## config.mk

```make
export PLATFORM = sky130hd
export DESIGN_NAME = amo_unit
export DESIGN_NICKNAME = d
export VERILOG_FILES = /design/src/amo_pkg.sv /design/src/amo_alu.sv /design/src/amo_unit.sv /design/src/reservation_set.sv
export SDC_FILE = /design/constraint.sdc
export NUM_CORES = 1
export LEC_CHECK = 0
export BUFFER_PORTS_ARGS = -buffer_cell sky130_fd_sc_hd__buf_2
export CORE_MARGIN = 8
export CORE_UTILIZATION = 50
export CTS_CLUSTER_SIZE = 12
export DETAILED_ROUTE_END_ITERATION = 8
export PLACE_DENSITY = 0.8
export SETUP_SLACK_MARGIN = 0.4
export SYNTH_ARGS = -nofsm -noshare
export SYNTH_HDL_FRONTEND = slang
export SYNTH_SLANG_ARGS = --single-unit
```

## constraint.sdc

```tcl
create_clock -name clk -period 8.1 [get_ports clk]
set_clock_uncertainty 0.2 [all_clocks]
set_input_delay 1.62 -clock clk [delete_from_list [all_inputs] [get_ports clk]]
set_output_delay 1.62 -clock clk [all_outputs]
set_load 0.005 [all_outputs]
```

## src/amo_pkg.sv

```systemverilog
package amo_pkg;

    localparam int XLEN = 32;             // Data and address width
    localparam int OP_W = 5;              // Width of the funct5 field

    // Codes follow the RV32A funct5 field; LW and SW sit on unused codes
    typedef enum logic [OP_W-1:0] {
        OP_ADD  = 5'b00000,
        OP_SWAP = 5'b00001,
        OP_LR   = 5'b00010,
        OP_SC   = 5'b00011,
        OP_XOR  = 5'b00100,
        OP_LW   = 5'b00101,               // Plain load
        OP_SW   = 5'b00110,               // Plain store
        OP_OR   = 5'b01000,
        OP_AND  = 5'b01100,
        OP_MIN  = 5'b10000,
        OP_MAX  = 5'b10100,
        OP_MINU = 5'b11000,
        OP_MAXU = 5'b11100
    } amo_op_e;

    // Request from the core
    typedef struct packed {
        amo_op_e         op;
        logic [XLEN-1:0] addr;            // Byte address
        logic [XLEN-1:0] operand;         // rs2 value
    } amo_req_t;

    // Response to the core
    typedef struct packed {
        logic [XLEN-1:0] rdata;           // Value for rd
    } amo_resp_t;

    // Request to the data memory
    typedef struct packed {
        logic            read;
        logic            write;
        logic [XLEN-1:0] addr;            // Byte address
        logic [XLEN-1:0] wdata;
    } mem_req_t;

endpackage

```

## src/amo_alu.sv

```systemverilog
`timescale 1ns/1ns

module amo_alu (
    input  amo_pkg::amo_op_e           alu_op,
    input  logic [amo_pkg::XLEN-1:0]   alu_old,
    input  logic [amo_pkg::XLEN-1:0]   alu_operand,
    output logic [amo_pkg::XLEN-1:0]   alu_result
);
    import amo_pkg::*;

    logic less_signed;                    // old < operand, two's complement
    logic less_unsigned;                  // old < operand, magnitude

    assign less_signed   = $signed(alu_old) < $signed(alu_operand);
    assign less_unsigned = alu_old < alu_operand;

    always_comb begin
        case (alu_op)
            OP_SWAP: begin
                alu_result = alu_operand;
            end
            OP_ADD: begin
                alu_result = alu_old + alu_operand;
            end
            OP_AND: begin
                alu_result = alu_old & alu_operand;
            end
            OP_OR: begin
                alu_result = alu_old | alu_operand;
            end
            OP_XOR: begin
                alu_result = alu_old ^ alu_operand;
            end
            OP_MIN: begin
                alu_result = less_signed ? alu_old : alu_operand;
            end
            OP_MAX: begin
                alu_result = less_signed ? alu_operand : alu_old;
            end
            OP_MINU: begin
                alu_result = less_unsigned ? alu_old : alu_operand;
            end
            OP_MAXU: begin
                alu_result = less_unsigned ? alu_operand : alu_old;
            end
            default: begin
                // LR, SC, LW, SW leave the word as it was
                alu_result = alu_old;
            end
        endcase
    end

endmodule

```

## src/amo_unit.sv

```systemverilog
`timescale 1ns/1ns

module amo_unit (
    input  logic                       clk,
    input  logic                       rst,
    input  logic                       req_valid,
    input  amo_pkg::amo_req_t          req,
    output logic                       req_ready,
    output logic                       resp_valid,
    output amo_pkg::amo_resp_t         resp,
    output amo_pkg::mem_req_t          mem_req,
    input  logic                       mem_resp,
    input  logic [amo_pkg::XLEN-1:0]   mem_rdata
);
    import amo_pkg::*;

    typedef enum logic [2:0] {
        idle,
        load,
        calc,
        store,
        sc_write,
        done
    } state_e;

    state_e          state;
    state_e          next_state;
    amo_req_t        req_q;               // Request held for the whole operation
    amo_resp_t       resp_q;              // Answer for rd
    logic [XLEN-1:0] result_q;            // Word written in the store state
    logic [XLEN-1:0] alu_result;
    logic [XLEN-1:0] rsv_addr;
    logic            rsv_set;
    logic            rsv_clear;
    logic            store_seen;
    logic            rsv_hit;
    logic            accept;
    logic            read_only;           // LW or LR, no write phase

    assign accept    = req_valid && req_ready;
    assign read_only = (req_q.op == OP_LW) || (req_q.op == OP_LR);
    assign resp      = resp_q;

    // Incoming address while idle so the SC check sees the new request
    assign rsv_addr = (state == idle) ? req.addr : req_q.addr;

    amo_alu u_alu (
        .alu_op      (req_q.op),
        .alu_old     (resp_q.rdata),      // Loaded value sits in the response
        .alu_operand (req_q.operand),
        .alu_result  (alu_result)
    );

    reservation_set u_rsv (
        .clk        (clk),
        .rst        (rst),
        .rsv_set    (rsv_set),
        .rsv_clear  (rsv_clear),
        .store_seen (store_seen),
        .addr       (rsv_addr),
        .rsv_hit    (rsv_hit)
    );

    always_comb begin
        next_state   = state;
        req_ready    = 1'b0;
        resp_valid   = 1'b0;
        rsv_set      = 1'b0;
        rsv_clear    = 1'b0;
        store_seen   = 1'b0;
        mem_req      = '0;
        mem_req.addr = req_q.addr;

        case (state)
            idle: begin
                req_ready = 1'b1;
                if (req_valid) begin
                    case (req.op)
                        OP_LW, OP_LR: next_state = load;
                        OP_SW:        next_state = store;
                        OP_SC: begin
                            if (rsv_hit) begin
                                next_state = sc_write;
                            end else begin
                                next_state = done;     // Failed SC, no memory access
                            end
                        end
                        default:      next_state = load;   // AMO read first
                    endcase
                end
            end
            load: begin
                mem_req.read = 1'b1;
                if (mem_resp) begin
                    rsv_set = (req_q.op == OP_LR);
                    if (read_only) begin
                        next_state = done;
                    end else begin
                        next_state = calc;
                    end
                end
            end
            calc: begin
                next_state = store;
            end
            store: begin
                mem_req.write = 1'b1;
                mem_req.wdata = result_q;
                if (mem_resp) begin
                    store_seen = 1'b1;
                    next_state = done;
                end
            end
            sc_write: begin
                mem_req.write = 1'b1;
                mem_req.wdata = req_q.operand;
                if (mem_resp) begin
                    store_seen = 1'b1;
                    next_state = done;
                end
            end
            done: begin
                resp_valid = 1'b1;
                rsv_clear  = (req_q.op == OP_SC);   // SC always ends the reservation
                next_state = idle;
            end
            default: begin
                next_state = idle;
            end
        endcase
    end

    always_ff @(posedge clk) begin
        if (rst) begin
            state  <= idle;
            resp_q <= '0;
        end else begin
            state <= next_state;
            if (accept) begin
                // 1 only for a failed SC; SW and a good SC answer 0
                resp_q.rdata <= (req.op == OP_SC && !rsv_hit) ? XLEN'(1) : '0;
            end else if (state == load && mem_resp) begin
                resp_q.rdata <= mem_rdata;  // Old value for rd and the ALU
            end
        end
    end

    always_ff @(posedge clk) begin
        if (accept) begin
            req_q    <= req;
            result_q <= req.operand;        // SW data
        end else if (state == calc) begin
            result_q <= alu_result;
        end
    end

endmodule

```

## src/reservation_set.sv

```systemverilog
`timescale 1ns/1ns

module reservation_set (
    input  logic                       clk,
    input  logic                       rst,
    input  logic                       rsv_set,
    input  logic                       rsv_clear,
    input  logic                       store_seen,
    input  logic [amo_pkg::XLEN-1:0]   addr,
    output logic                       rsv_hit
);
    import amo_pkg::*;

    logic            rsv_valid;           // Reservation is live
    logic [XLEN-3:0] rsv_word;            // Reserved word address
    logic            word_match;

    assign word_match = (addr[XLEN-1:2] == rsv_word);
    assign rsv_hit    = rsv_valid && word_match;

    always_ff @(posedge clk) begin
        if (rst) begin
            rsv_valid <= 1'b0;
        end else if (rsv_set) begin
            rsv_valid <= 1'b1;
        end else if (rsv_clear || (store_seen && word_match)) begin
            // Any store to the reserved word breaks the reservation
            rsv_valid <= 1'b0;
        end
    end

    always_ff @(posedge clk) begin
        if (rsv_set) begin
            rsv_word <= addr[XLEN-1:2];   // Byte offset ignored
        end
    end

endmodule

```

==> qor.txt <==
RUN STATUS
----------------------------------------------------------------------------------------------------
Status ................................................................................    completed

ROUTE
----------------------------------------------------------------------------------------------------
Detail-routed net length per standard cell ............................................      21.0 um
Via density per instance ..............................................................         6.02
Number of antenna-violating nets in the routed design .................................            0
Vias after detailed routing ...........................................................       10,400
Pre-antenna DRT Iters .................................................................            6
Routed wire length ....................................................................    36,400 um
Iter 0 DRT Violations .................................................................        1,130
Residual DRC count ....................................................................            0

WORST SETUP PATH
----------------------------------------------------------------------------------------------------
Worst Setup Path Type .................................................................      reg2out
Worst setup startpoint ................................................................     state[2]
Worst Setup Start Kind ................................................................         flop
Worst path required time ..............................................................      6280 ps
Critical R2R Launch ...................................................................     resp[30]
Largest fanout on the critical path ...................................................           21
Worst r2r path cells ..................................................................           12
Endpoint of the most critical register-to-register path ...............................  result_q[8]
Crit path capture type ................................................................   output pin
WP data arrival .......................................................................      2910 ps
FF-to-FF setup slack ..................................................................      3760 ps

SYNTHESIS
----------------------------------------------------------------------------------------------------
Dominant cell by count in the synthesized netlist ..................................... sky130_fd_sc_hd__edfxtp_1
Leading post-synthesis cells by instance count ........................................ sky130_fd_sc_hd__edfxtp_1 (131), sky130_fd_sc_hd__a21oi_1 (121), sky130_fd_sc_hd__inv_1 (109)
EDFF count, synth .....................................................................          131
Largest area contributor in the synthesized netlist ................................... sky130_fd_sc_hd__edfxtp_1
Synth Warn # ..........................................................................            0
Async set or reset register ratio after synthesis .....................................           0%
Commonest register cell after synthesis ............................................... sky130_fd_sc_hd__edfxtp_1
Synthesized instance count ............................................................        1,270
Synth Register Bits ...................................................................          167
Post-synth cell types .................................................................           64
Post-synthesis instance area ..........................................................  11,800 um^2
Leading post-synthesis cells by cell area ............................................. sky130_fd_sc_hd__edfxtp_1 (33%), sky130_fd_sc_hd__ha_1 (10%), sky130_fd_sc_hd__dfxtp_1 (6.1%), sky130_fd_sc_hd__a21oi_1 (5.1%), sky130_fd_sc_hd__inv_1 (3.5%)
Top-area cell type share of the netlist area ..........................................        33.4%
Seq/Total Area, Yosys .................................................................        39.5%
Mapped Nets ...........................................................................        1,472
Mean Syn Cell Area ....................................................................    9.29 um^2

PLACED DESIGN
----------------------------------------------------------------------------------------------------
Count of input and output buffers .....................................................          204
Final Wtd Congestion ..................................................................        0.968
Hpwl dp ...............................................................................    25,900 um
Placed cells ..........................................................................        1,697

TIMING
----------------------------------------------------------------------------------------------------
Maximum clock rate ....................................................................      211 MHz
Tightest slew margin relative to the limit ............................................        25.7%
Setup TNS after final layout ..........................................................         0 ps
Setup repair after global routing missed its margin ...................................           no
Transition at the pin with the smallest max-transition slack ..........................      1110 ps
Final max-slew violation count ........................................................            0
Final worst path period share .........................................................        58.4%
Final setup vio count .................................................................            0
Final Hold Viols ......................................................................            0
Shortest period the worst path allows .................................................      4730 ps

FLOORPLANNING
----------------------------------------------------------------------------------------------------
Die boundary height ...................................................................       170 um
Width of the die ......................................................................       170 um
Number of placement rows ..............................................................           56
Die Footprint .........................................................................  28,800 um^2
Starting density of the core ..........................................................        50.6%
Placeable core area ...................................................................  23,300 um^2
IO Count ..............................................................................          205

FINISH
----------------------------------------------------------------------------------------------------
Final-stage net count .................................................................        1,599
Fraction of final layout cells with drive strength greater than 1 .....................        20.9%
Antenna fix cells .....................................................................            0
Final Instance Count excl. Fillers ....................................................        1,729
Area growth from synthesis to layout ..................................................        13.7%

GLOBAL ROUTE
----------------------------------------------------------------------------------------------------
Antenna violations before repair ......................................................            2
Total global routing track utilization ................................................        24.9%
Vias in the first global route ........................................................       10,200
Pin count of the biggest net entering global routing ..................................           75
Wire length of the first global-routing pass ..........................................    56,400 um
Grt ovf ...............................................................................            0

CLOCK TREE
----------------------------------------------------------------------------------------------------
Clock-pin slew reported for the worst setup and hold paths after clock tree synthesis .        80 ps
CTS root buf .......................................................................... sky130_fd_sc_hd__clkbuf_16
H-tree Lvls ...........................................................................            4
Total clock sinks .....................................................................          167
Total setup buffers inserted after CTS ................................................            0
CTS Buf Count .........................................................................           17
Deepest clock path buffer count .......................................................            2
Latest clock arrival within the worst-skew pair .......................................       450 ps
Clock tree from TritonCTS .............................................................        built
Count of cells resized by post-cts repair .............................................            0
Number of hold buffers added after CTS ................................................            0

MIN PATH
----------------------------------------------------------------------------------------------------
Worst hold start ...................................................................... u_rsv.rsv_valid
Hold EP ............................................................................... u_rsv.rsv_valid
Tightest Hold Check Type ..............................................................      reg2reg
Number of cells traversed by the worst hold path ......................................            2

JOB
----------------------------------------------------------------------------------------------------
MaxCap Viol Count .....................................................................            0

PWR
----------------------------------------------------------------------------------------------------
Ratio of total power to cell area .....................................................  262 nW/um^2
Leakage ...............................................................................      5.47 nW
Worst supply voltage drop on vdd ......................................................     0.157 mV

[cell type report]
| type | instances | area, um^2 |
|---|---|---|
| clock inverter | 15 | 198 |
| tap | 319 | 399 |
| multi-input combinational | 880 | 6160 |
| timing repair buffer | 222 | 1160 |
| sequential | 167 | 4650 |
| clock buffer | 17 | 425 |
| inverter | 109 | 412 |
| fill | 2048 | 9930 |
[where the power goes]
part	internal [mW]	switching, mW	leakage, nW	total [mW]
clock network	0.423	0.430	0.296	0.853
registers	1.16	0.122	1.53	1.28
logic	0.518	0.857	3.65	1.38
[worst max-delay path, stage by stage (launching register included)]
cell and delay, ps:
sky130_fd_sc_hd__dfxtp_1 500, sky130_fd_sc_hd__inv_1 210, sky130_fd_sc_hd__nor3_2 930, sky130_fd_sc_hd__buf_4 460
sky130_fd_sc_hd__a22o_1 220, sky130_fd_sc_hd__buf_2 130
[metal layers]
layer	part of all wire, %	track usage, %
met1	41	31.2
met2	46	40.1
met3	11	6.77
met4	2.8	9.81
met5	0.063	0
[worst max path at each step]
stage / end / slack [ps] / cells after the start
floorplan: result_q[21] / 3250 / 6
global placement: result_q[7] / 3770 / 11
detailed placement: result_q[7] / 3710 / 11
CTS: mem_req[10] / 3380 / 5
global route: mem_req[10] / 3220 / 5
finish: mem_req[10] / 3370 / 5
[per-stage QoR]
stage | area (um^2) | hold WS (ps) | total power, mW | utilization (%) | worst slack [ps]
final | 13400 | 295 | 3.51 | 57.5 | 3370
after global routing | 13400 | 317 | 3.70 | 57.5 | 3220
after CTS | 13400 | 290 | 3.50 | 57.5 | 3380
after detailed placement | 12800 | 279 | 2.65 | 54.8 | 3710
after global placement | 12800 | 265 | 2.62 | 54.8 | 3770
after floorplan | 11800 | 251 | 2.26 | - | 3250
[logic make-up (layout without fill, tap and decap cells)]
group / after synthesis / after routing / share of synthesized area (%)
AOI/OAI and AO/OA: 390 / 390 / 21.7
and+or+nand+nor: 284 / 284 / 11.1
buffers and inverters: 223 / 363 / 8.48
DFF: 167 / 167 / 39.5
adders and majority gates: 97 / 97 / 10.4
xor gates and xnor gates: 57 / 57 / 4.23
muxes: 52 / 52 / 4.69
[flip-flops by register name, summed over array words and instances, names as in the netlist]
signal           flops
resp                32
mem_req             32
req_q               37
u_rsv.rsv_valid      1
state                3
u_rsv.rsv_word      30
result_q            32
[placed cells by master, fill, tap and decap left out, drive strengths merged, types with 6 or more instances in the layout]
cell and count:
buf 222, edfxtp 131, a21oi 121, inv 114
nand2 97, ha 96, nor2 81, o21ai 74
xnor2 45, a22oi 39, dfxtp 36, a22o 34
a221oi 30, mux2i 29, mux2 23, nor3 22
clkbuf 17, nand4 15, nand3 14, a31oi 13
o211ai 12, xor2 12, and3 9, nor4 9
o22ai 9, nor2b 9, clkinv 9, or3 8
a211o 6, a21o 6, o221ai 6, a211oi 6
and2 6
(Power assumes the default switching activity.)
